<file path="src/design/ahb_om_consts.svh">
`ifndef AHB_OM_CONSTS_SVH
`define AHB_OM_CONSTS_SVH

// --------------------------------------------------------------------
// Output stage dimensions
// --------------------------------------------------------------------
`define AHB_OM_NUM_PORTS 3   // Input ports sharing the slave

// Bus widths
`define AHB_OM_ADDR_W    32  // HADDR
`define AHB_OM_DATA_W    32  // HWDATA
`define AHB_OM_PROT_W    4   // HPROT
`define AHB_OM_MASTER_W  4   // HMASTER
`define AHB_OM_SIZE_W    3   // HSIZE
`define AHB_OM_BURST_W   3   // HBURST

// Round-robin pointer after reset
// Pointing at the last port makes port 0 the first winner
`define AHB_OM_RST_PTR   2

`endif

</file>
<file path="src/design/ahb_om_pkg.sv">
`default_nettype none

// --------------------------------------------------------------------
// Shared types of the output stage
// --------------------------------------------------------------------
package ahb_om_pkg;

  // AHB HTRANS encoding
  typedef enum logic [1:0]
  {
    IDLE   = 2'b00,   // No transfer
    BUSY   = 2'b01,   // Burst paused by master
    NONSEQ = 2'b10,   // First beat or single
    SEQ    = 2'b11    // Burst continuation
  } htrans_t;

  // Input port number, 0 to 2
  typedef logic [1:0] port_idx_t;

endpackage

`default_nettype wire

</file>
<file path="src/design/ahb_om_arbiter.sv">
`default_nettype none
`timescale 1ns/100ps

`include "ahb_om_consts.svh"

module ahb_om_arbiter
(
  input  wire                  HCLK,                            // AHB clock
  input  wire                  HRESETn,                         // Sync reset, active low
  input  wire                  i_hready,                        // Transfer boundary strobe
  input  wire                  i_hsel      [`AHB_OM_NUM_PORTS], // Per-port select
  input  wire                  i_held_tran [`AHB_OM_NUM_PORTS], // Per-port held transfer
  input  wire ahb_om_pkg::htrans_t i_htrans [`AHB_OM_NUM_PORTS], // Per-port HTRANS
  input  wire                  i_hlock_arb,                     // Masked lock from routing
  output ahb_om_pkg::port_idx_t o_addr_in_port,                 // Granted port
  output logic                 o_no_port                        // No port granted
);

  import ahb_om_pkg::*;

  logic [`AHB_OM_NUM_PORTS-1:0] req;        // Port requests
  logic                         gnt_burst;  // Granted port continues a burst
  logic                         hold_grant; // Keep current owner
  port_idx_t                    next_port;  // Pre-registered grant
  logic                         next_none;  // Pre-registered no_port

  // --------------------------------------------------------------------
  // Request decode
  // --------------------------------------------------------------------
  always_comb
  begin
    for (int i = 0; i < `AHB_OM_NUM_PORTS; i++)
      req[i] = i_held_tran[i] & i_hsel[i];   // Held transfer aimed at this slave
  end

  // SEQ or BUSY from the owner means the burst is not finished
  assign gnt_burst = req[o_addr_in_port] &
                     ((i_htrans[o_addr_in_port] == SEQ) ||
                      (i_htrans[o_addr_in_port] == BUSY));

  // Locked sequence or running burst keeps the bus
  assign hold_grant = ~o_no_port & (i_hlock_arb | gnt_burst);

  // --------------------------------------------------------------------
  // Round-robin search
  // --------------------------------------------------------------------
  always_comb
  begin : p_next_grant
    int cand;                                 // Candidate port number

    next_port = o_addr_in_port;               // Pointer kept by default
    next_none = 1'b1;
    cand      = 0;

    if (hold_grant)
      next_none = 1'b0;                       // Same owner, same pointer
    else
    begin
      // Start just after the last owner, wrap around, owner checked last
      for (int off = 1; off <= `AHB_OM_NUM_PORTS; off++)
      begin
        cand = (int'(o_addr_in_port) + off) % `AHB_OM_NUM_PORTS;
        if (next_none && req[cand])
        begin
          next_port = port_idx_t'(cand);      // First requester wins
          next_none = 1'b0;
        end
      end
    end
  end

  // --------------------------------------------------------------------
  // Grant register
  // --------------------------------------------------------------------
  always_ff @(posedge HCLK)
  begin
    if (!HRESETn)
    begin
      o_addr_in_port <= port_idx_t'(`AHB_OM_RST_PTR); // Port 0 first
      o_no_port      <= 1'b1;                          // Nobody owns the slave
    end
    else if (i_hready)
    begin
      o_addr_in_port <= next_port;   // Only at transfer boundaries
      o_no_port      <= next_none;
    end
  end

  // Grant pointer stays inside the port range on every cycle
  a_port_range : assert property (
    @(posedge HCLK) disable iff (!HRESETn)
    o_addr_in_port <= port_idx_t'(`AHB_OM_NUM_PORTS - 1)
  );

endmodule

`default_nettype wire

</file>
<file path="src/design/ahb_om_addr_mux.sv">
`default_nettype none
`timescale 1ns/100ps

`include "ahb_om_consts.svh"

module ahb_om_addr_mux
(
  input  wire                          HCLK,                          // AHB clock
  input  wire                          HRESETn,                       // Sync reset, active low
  input  wire                          i_hready,                      // Transfer boundary
  input  wire ahb_om_pkg::port_idx_t   i_addr_in_port,                // Granted port
  input  wire                          i_no_port,                     // No grant
  input  wire                          i_hsel      [`AHB_OM_NUM_PORTS],
  input  wire [`AHB_OM_ADDR_W-1:0]     i_haddr     [`AHB_OM_NUM_PORTS],
  input  wire ahb_om_pkg::htrans_t     i_htrans    [`AHB_OM_NUM_PORTS],
  input  wire                          i_hwrite    [`AHB_OM_NUM_PORTS],
  input  wire [`AHB_OM_SIZE_W-1:0]     i_hsize     [`AHB_OM_NUM_PORTS],
  input  wire [`AHB_OM_BURST_W-1:0]    i_hburst    [`AHB_OM_NUM_PORTS],
  input  wire [`AHB_OM_PROT_W-1:0]     i_hprot     [`AHB_OM_NUM_PORTS],
  input  wire [`AHB_OM_MASTER_W-1:0]   i_hmaster   [`AHB_OM_NUM_PORTS],
  input  wire                          i_hmastlock [`AHB_OM_NUM_PORTS],
  output logic                         o_hsel,                        // Slave select
  output logic [`AHB_OM_ADDR_W-1:0]    o_haddr,                       // Slave address
  output ahb_om_pkg::htrans_t          o_htrans,                      // Transfer type
  output logic                         o_hwrite,                      // Direction
  output logic [`AHB_OM_SIZE_W-1:0]    o_hsize,                       // Transfer size
  output logic [`AHB_OM_BURST_W-1:0]   o_hburst,                      // Burst type
  output logic [`AHB_OM_PROT_W-1:0]    o_hprot,                       // Protection
  output logic [`AHB_OM_MASTER_W-1:0]  o_hmaster,                     // Master ID
  output logic                         o_hmastlock,                   // Locked transfer
  output logic                         o_active    [`AHB_OM_NUM_PORTS], // Grant flags
  output logic                         o_hlock_arb                    // Lock for arbiter
);

  import ahb_om_pkg::*;

  logic [`AHB_OM_NUM_PORTS-1:0] active_bits;    // One-hot grant decode
  logic                         hsel_lock;      // Locked sequence in progress here
  logic                         lock_start;     // Selected locked NONSEQ/SEQ

  // --------------------------------------------------------------------
  // Address and control routing
  // --------------------------------------------------------------------
  always_comb
  begin
    o_hsel      = 1'b0;                       // Zeros when idle
    o_haddr     = '0;
    o_htrans    = IDLE;
    o_hwrite    = 1'b0;
    o_hsize     = '0;
    o_hburst    = '0;
    o_hprot     = '0;
    o_hmaster   = '0;
    o_hmastlock = 1'b0;
    if (!i_no_port)
    begin
      o_hsel      = i_hsel[i_addr_in_port];
      o_haddr     = i_haddr[i_addr_in_port];
      o_htrans    = i_htrans[i_addr_in_port];
      o_hwrite    = i_hwrite[i_addr_in_port];
      o_hsize     = i_hsize[i_addr_in_port];
      o_hburst    = i_hburst[i_addr_in_port];
      o_hprot     = i_hprot[i_addr_in_port];
      o_hmaster   = i_hmaster[i_addr_in_port];
      o_hmastlock = i_hmastlock[i_addr_in_port];
    end
  end

  // Active flags from the grant
  always_comb
  begin
    for (int i = 0; i < `AHB_OM_NUM_PORTS; i++)
    begin
      active_bits[i] = !i_no_port && (i_addr_in_port == port_idx_t'(i));
      o_active[i]    = active_bits[i];
    end
  end

  // --------------------------------------------------------------------
  // Lock tracking
  // --------------------------------------------------------------------
  // A locked master may leave this slave for a few transfers and come
  // back; the arbiter must still see the lock during those cycles
  assign lock_start = o_hsel & o_hmastlock &
                      ((o_htrans == NONSEQ) || (o_htrans == SEQ));

  always_ff @(posedge HCLK)
  begin
    if (!HRESETn)
      hsel_lock <= 1'b0;
    else if (i_hready)
    begin
      if (lock_start)
        hsel_lock <= 1'b1;                    // Sequence begun on this slave
      else if (!o_hmastlock)
        hsel_lock <= 1'b0;                    // Lock dropped
    end
  end

  // Lock counts only once it is aimed at this slave
  assign o_hlock_arb = o_hmastlock & (o_hsel | hsel_lock);

  // Grant decode from the arbiter gives at most one owner
  a_active_onehot : assert property (
    @(posedge HCLK) disable iff (!HRESETn)
    $onehot0(active_bits) && (!i_no_port || (active_bits == '0))
  );

endmodule

`default_nettype wire

</file>
<file path="src/design/ahb_om_data_stage.sv">
`default_nettype none
`timescale 1ns/100ps

`include "ahb_om_consts.svh"

module ahb_om_data_stage
(
  input  wire                        HCLK,                       // AHB clock
  input  wire                        HRESETn,                    // Sync reset, active low
  input  wire ahb_om_pkg::port_idx_t i_addr_in_port,             // Address-phase owner
  input  wire                        i_hsel_m,                   // Routed select
  input  wire [`AHB_OM_DATA_W-1:0]   i_hwdata [`AHB_OM_NUM_PORTS], // Per-port write data
  input  wire                        i_hreadyout,                // Slave ready feedback
  output logic [`AHB_OM_DATA_W-1:0]  o_hwdata,                   // Slave write data
  output logic                       o_hreadymux                 // Shared ready
);

  import ahb_om_pkg::*;

  port_idx_t data_in_port;   // Owner of the current data phase
  logic      slave_sel;      // Slave addressed in last accepted phase

  // --------------------------------------------------------------------
  // Data-phase registers
  // --------------------------------------------------------------------
  always_ff @(posedge HCLK)
  begin
    if (!HRESETn)
    begin
      data_in_port <= '0;
      slave_sel    <= 1'b0;                   // Ready high out of reset
    end
    else if (o_hreadymux)
    begin
      data_in_port <= i_addr_in_port;         // Address phase becomes data phase
      slave_sel    <= i_hsel_m;
    end
  end

  // Write data follows the port one phase behind the address
  assign o_hwdata = i_hwdata[data_in_port];

  // --------------------------------------------------------------------
  // Ready generation
  // --------------------------------------------------------------------
  // Slave stalls only the transfers it actually took
  assign o_hreadymux = slave_sel ? i_hreadyout : 1'b1;

  // Data-phase owner must not move while the slave waits
  a_data_port_hold : assert property (
    @(posedge HCLK) disable iff (!HRESETn)
    !o_hreadymux |=> $stable(data_in_port)
  );

endmodule

`default_nettype wire

</file>
<file path="src/design/ahb_om_output_stage.sv">
`default_nettype none
`timescale 1ns/100ps

`include "ahb_om_consts.svh"

module ahb_om_output_stage
(
  input  wire                          HCLK,                          // AHB clock
  input  wire                          HRESETn,                       // Sync reset, active low
  input  wire                          i_hsel      [`AHB_OM_NUM_PORTS],
  input  wire [`AHB_OM_ADDR_W-1:0]     i_haddr     [`AHB_OM_NUM_PORTS],
  input  wire ahb_om_pkg::htrans_t     i_htrans    [`AHB_OM_NUM_PORTS],
  input  wire                          i_hwrite    [`AHB_OM_NUM_PORTS],
  input  wire [`AHB_OM_SIZE_W-1:0]     i_hsize     [`AHB_OM_NUM_PORTS],
  input  wire [`AHB_OM_BURST_W-1:0]    i_hburst    [`AHB_OM_NUM_PORTS],
  input  wire [`AHB_OM_PROT_W-1:0]     i_hprot     [`AHB_OM_NUM_PORTS],
  input  wire [`AHB_OM_MASTER_W-1:0]   i_hmaster   [`AHB_OM_NUM_PORTS],
  input  wire                          i_hmastlock [`AHB_OM_NUM_PORTS],
  input  wire [`AHB_OM_DATA_W-1:0]     i_hwdata    [`AHB_OM_NUM_PORTS],
  input  wire                          i_held_tran [`AHB_OM_NUM_PORTS],
  input  wire                          i_hreadyout,                   // Slave ready
  output logic                         o_active    [`AHB_OM_NUM_PORTS], // Grant flags
  output logic                         o_hsel,
  output logic [`AHB_OM_ADDR_W-1:0]    o_haddr,
  output ahb_om_pkg::htrans_t          o_htrans,
  output logic                         o_hwrite,
  output logic [`AHB_OM_SIZE_W-1:0]    o_hsize,
  output logic [`AHB_OM_BURST_W-1:0]   o_hburst,
  output logic [`AHB_OM_PROT_W-1:0]    o_hprot,
  output logic [`AHB_OM_MASTER_W-1:0]  o_hmaster,
  output logic                         o_hmastlock,
  output logic [`AHB_OM_DATA_W-1:0]    o_hwdata,                      // Slave write data
  output logic                         o_hreadymux                    // Shared ready
);

  import ahb_om_pkg::*;

  port_idx_t addr_in_port;   // Current grant
  logic      no_port;        // Nobody granted
  logic      hlock_arb;      // Lock seen by the arbiter

  // --------------------------------------------------------------------
  // Arbitration
  // --------------------------------------------------------------------
  ahb_om_arbiter u_arbiter
  (
    .HCLK           (HCLK),
    .HRESETn        (HRESETn),
    .i_hready       (o_hreadymux),
    .i_hsel         (i_hsel),
    .i_held_tran    (i_held_tran),
    .i_htrans       (i_htrans),
    .i_hlock_arb    (hlock_arb),
    .o_addr_in_port (addr_in_port),
    .o_no_port      (no_port)
  );

  // Address phase to the slave
  ahb_om_addr_mux u_addr_mux
  (
    .HCLK           (HCLK),
    .HRESETn        (HRESETn),
    .i_hready       (o_hreadymux),
    .i_addr_in_port (addr_in_port),
    .i_no_port      (no_port),
    .i_hsel         (i_hsel),
    .i_haddr        (i_haddr),
    .i_htrans       (i_htrans),
    .i_hwrite       (i_hwrite),
    .i_hsize        (i_hsize),
    .i_hburst       (i_hburst),
    .i_hprot        (i_hprot),
    .i_hmaster      (i_hmaster),
    .i_hmastlock    (i_hmastlock),
    .o_hsel         (o_hsel),
    .o_haddr        (o_haddr),
    .o_htrans       (o_htrans),
    .o_hwrite       (o_hwrite),
    .o_hsize        (o_hsize),
    .o_hburst       (o_hburst),
    .o_hprot        (o_hprot),
    .o_hmaster      (o_hmaster),
    .o_hmastlock    (o_hmastlock),
    .o_active       (o_active),
    .o_hlock_arb    (hlock_arb)
  );

  // Data phase and ready
  ahb_om_data_stage u_data_stage
  (
    .HCLK           (HCLK),
    .HRESETn        (HRESETn),
    .i_addr_in_port (addr_in_port),
    .i_hsel_m       (o_hsel),
    .i_hwdata       (i_hwdata),
    .i_hreadyout    (i_hreadyout),
    .o_hwdata       (o_hwdata),
    .o_hreadymux    (o_hreadymux)
  );

endmodule

`default_nettype wire

</file>
<file path="config.mk">
export PLATFORM = sky130hd
export DESIGN_NAME = ahb_om_output_stage
export DESIGN_NICKNAME = d
export VERILOG_FILES = /design/src/design/ahb_om_pkg.sv /design/src/design/ahb_om_arbiter.sv /design/src/design/ahb_om_addr_mux.sv /design/src/design/ahb_om_data_stage.sv /design/src/design/ahb_om_output_stage.sv
export VERILOG_INCLUDE_DIRS = /design/src /design/src/design
export SDC_FILE = /design/constraint.sdc
export NUM_CORES = 1
export LEC_CHECK = 0
export BUFFER_PORTS_ARGS = -buffer_cell sky130_fd_sc_hd__buf_2
export CORE_AREA = 10 10 123 125
export CTS_CLUSTER_SIZE = 12
export DETAILED_ROUTE_END_ITERATION = 10
export DIE_AREA = 0 0 133 135
export HOLD_SLACK_MARGIN = 0.12
export PLACE_DENSITY = 0.59
export SYNTH_ARGS = -nofsm -noshare
export SYNTH_HDL_FRONTEND = slang
export SYNTH_SLANG_ARGS = --single-unit
</file>
<file path="constraint.sdc">
create_clock -name HCLK -period 3.33 [get_ports HCLK]
set_input_delay 0.333 -clock HCLK [delete_from_list [all_inputs] [get_ports HCLK]]
set_output_delay 0.333 -clock HCLK [all_outputs]
set_load 0.1 [all_outputs]
</file>
==> impl_metrics.yaml <==
global_route:
  antenna_found_initial: 3
  grt-ovfl-total: 0
  grt_pass1_wl_um: 23430
  grt_max_degree: 49
  grt_use_total_pct: 15.99
  grt_pass1_vias: 4330
yosys:
  yosysMostFrequentCell: "nor2_1"
  synth.cells.most_frequent: "nor2_1 (97), mux2i_1 (82), a21oi_1 (51)"
  yosysTopAreaCellShare_pct: 32.11
  syn-cell-area_sq_um: 2556
  yosysSeqAreaShare_pct: 5.482
  avgSynthCellArea_sq_um: 6.219
  ys_ff_latch: 7
  synthFlopType: "dfxtp_1"
  synth-edff-count: 0
  synth_top_area_cell: "mux2i_1"
  ys_warn_count: 0
  synth_cell_type_count: 43
  synth_area_leaders: "mux2i_1 (32%), nor2_1 (14%), a21oi_1 (10%), o21ai_0 (6.7%), nand2_1 (6.3%)"
  synthCells: 411
  syn_nets: 670
  synth-async-reset-ratio_pct: 0
floorplan:
  placementRows: 41
  die_h_um: 135
  initial_core_util_pct: 20.34
  die_x_um: 133
  die-area_sq_um: 17960
  ios: 342
  core-area_sq_um: 12570
worst_setup_path:
  crit_required_ps: 3000
  path_buf_inv: 2
  end_kind: "primary output"
  start_kind: "flop"
  r2r_end: "u_arbiter.o_addr_in_port[0]$_SDFFE_PN0P_"
  cp-startpoint: "u_arbiter.o_addr_in_port[0]$_SDFFE_PN0P_"
  crit_chain: "nor2b_4, buf_4, nand2_1, a21oi_1, buf_2"
  criticalPathCategory: "flop to primary output"
  cp_num_cells: 5
  cpPeakStageDelay_ps: 650
  cp.arrival_ps: 2450
  reg2reg_depth: 7
  crit_fanout: 48
  crit_end: "o_htrans[1]"
  rr_startpoint: "u_arbiter.o_addr_in_port[1]$_SDFFE_PN1P_"
  rrSetupSlack_ps: 680
  critPathTopFamily: "buffers and inverters"
  cp_slowest_cell: "dfxtp_2"
timing:
  max_freq_mhz: 359.5
  tightest_slew_ps: 1025
  period_needed_ps: 2781
  finalMaxSlewViolations: 0
  fin_setup_tns_ps: 0
  setup_viol_count_final: 0
  rsz0062_at_grt: "false"
  finalHoldViolCount: 0
  relSlewSlack_pct: 31.64
  fin_skew_ps: 0.7541
  post-route-period-util_pct: 83.53
place:
  portBuffers: 341
  hpwl_um: 13720
  place.gp.congestion: 0.8284
run:
  cap_violations: 0
power:
  p_leak_uw: 0.002555
  peakVddDrop_mv: 0.3732
  powerDensity_nw_per_um2: 1081
route:
  firstDrtPassIters: 4
  drt-initial-drc-count: 177
  post_drt_via_cell_ratio: 4.582
  vias: 4119
  drtAntennaViolNets: 0
  routedWlPerCell_um: 17.66
  totalWireLength_um: 15870
  drc_errors: 0
clock_tree:
  cts.repair.resized: 0
  path_clk_slew_ps: 40
  clk-insertion-delay-late_ps: 230
  cts_tree: "done"
  clkSinkCount: 7
  postCtsHoldBufs: 0
  cts_setup_buffers: 0
  cts_max_path_buffers: 2
  clockRootBuffer: "clkbuf_16"
  h-tree-depth: 1
  cts_buffers: 3
cells_and_area:
  area.growth.synth_to_final_pct: 74.55
  drive_gt1_share_pct: 49.86
  final_nets: 986
  final_core_utilization_pct: 35.50
worst_hold_path:
  min_from: "HRESETn"
  hold_path.class: "input pin to flop"
run_status:
  outcome: "complete, no violations"
[state kept, by name, summed over array words and instances, names as in the netlist]
| name | cells |
|---|---|
| u_addr_mux.hsel_lock | 1 |
| u_arbiter.o_addr_in_port | 2 |
| u_arbiter.o_no_port | 1 |
| u_data_stage.data_in_port | 2 |
| u_data_stage.slave_sel | 1 |
[how the worst min path moves through the flow]
| stage | endpoint | slack (ps) | depth (start not counted) |
|---|---|---|---|
| after floorplan | u_arbiter.o_addr_in_port[1]$_SDFFE_PN1P_ | 400 | 1 |
| after global placement | u_addr_mux.hsel_lock$_SDFFE_PN0P_ | 480 | 2 |
| after detailed placement | u_addr_mux.hsel_lock$_SDFFE_PN0P_ | 480 | 2 |
| after CTS | u_arbiter.o_addr_in_port[1]$_SDFFE_PN1P_ | 350 | 2 |
| after global routing | u_arbiter.o_addr_in_port[1]$_SDFFE_PN1P_ | 350 | 2 |
| final | u_arbiter.o_addr_in_port[1]$_SDFFE_PN1P_ | 360 | 2 |
[through the flow]
stage                     hold WS, ps  total power, uW  instance area (sq um)  setup WS, ps  instances
after floorplan                 397.6             3887                   2561         255.1        411
after global placement          482.0             4656                   4380         746.4        894
after detailed placement        483.9             4664                   4380         680.7        894
after CTS                       354.7             4876                   4459         520.2        898
after global routing            352.9             5078                   4459         402.9        898
final                           355.8             4823                   4462         548.6        899
[kinds of logic after synthesis]
logic type / synth area share [%]
mux: 32.99
flops: 5.482
buf+inv: 7.293
fa+ha+maj: 1.958
compound gates: 23.54
simple gates: 28.73
[power by group]
part | switching (uW) | total [uW] | internal (uW)
Clock | 43.7 | 203 | 159
Sequential | 204 | 319 | 115
Combinational | 3410 | 4300 | 893
[layer usage]
metal | up-vias | global-route usage (%) | part of all wire, %
met5 | - | 0 | 0.17
met4 | 4 | 3.851 | 1.5
met3 | 16 | 6.639 | 10
met2 | 216 | 30.77 | 52
met1 | 1811 | 15.37 | 35
li1 | 2072 | - | -
[placed cells by master, fill, tap and decap left out, types with 2 or more instances in the layout]
master / n
a211oi_1: 2
a21boi_0: 2
a21oi_1: 51
and4b_1: 2
buf_2: 340
buf_4: 7
clkbuf_16: 3
dfxtp_1: 3
dfxtp_2: 3
ha_1: 4
inv_1: 5
mux2_2: 2
mux2i_1: 82
nand2_1: 43
nand3_1: 4
nand3b_1: 3
nand4_1: 3
nand4b_1: 2
nor2_1: 97
nor2b_1: 5
o211ai_1: 2
o21a_1: 2
o21ai_0: 5
o21ai_1: 30
[final cells by class]
| type | count | area [sq um] |
|---|---|---|
| timing repair buffer | 347 | 1754 |
| tap | 172 | 215.2 |
| inverter | 5 | 18.77 |
| multi-input combinational | 363 | 2245 |
| sequential | 7 | 147.6 |
| antenna | 1 | 2.502 |
| clock buffer | 4 | 78.83 |
| fill | 1431 | 8107 |
[worst reg2reg max path, cell delays in order, from the launching register on]
cell and delay [ps]:
dfxtp_4 720, inv_1 240, ha_1 430, nand3b_1 220, a21oi_1 310, o41ai_1 150, or3_4 350, mux2i_1 120
No activity file was read; power rests on OpenSTA's default activity.
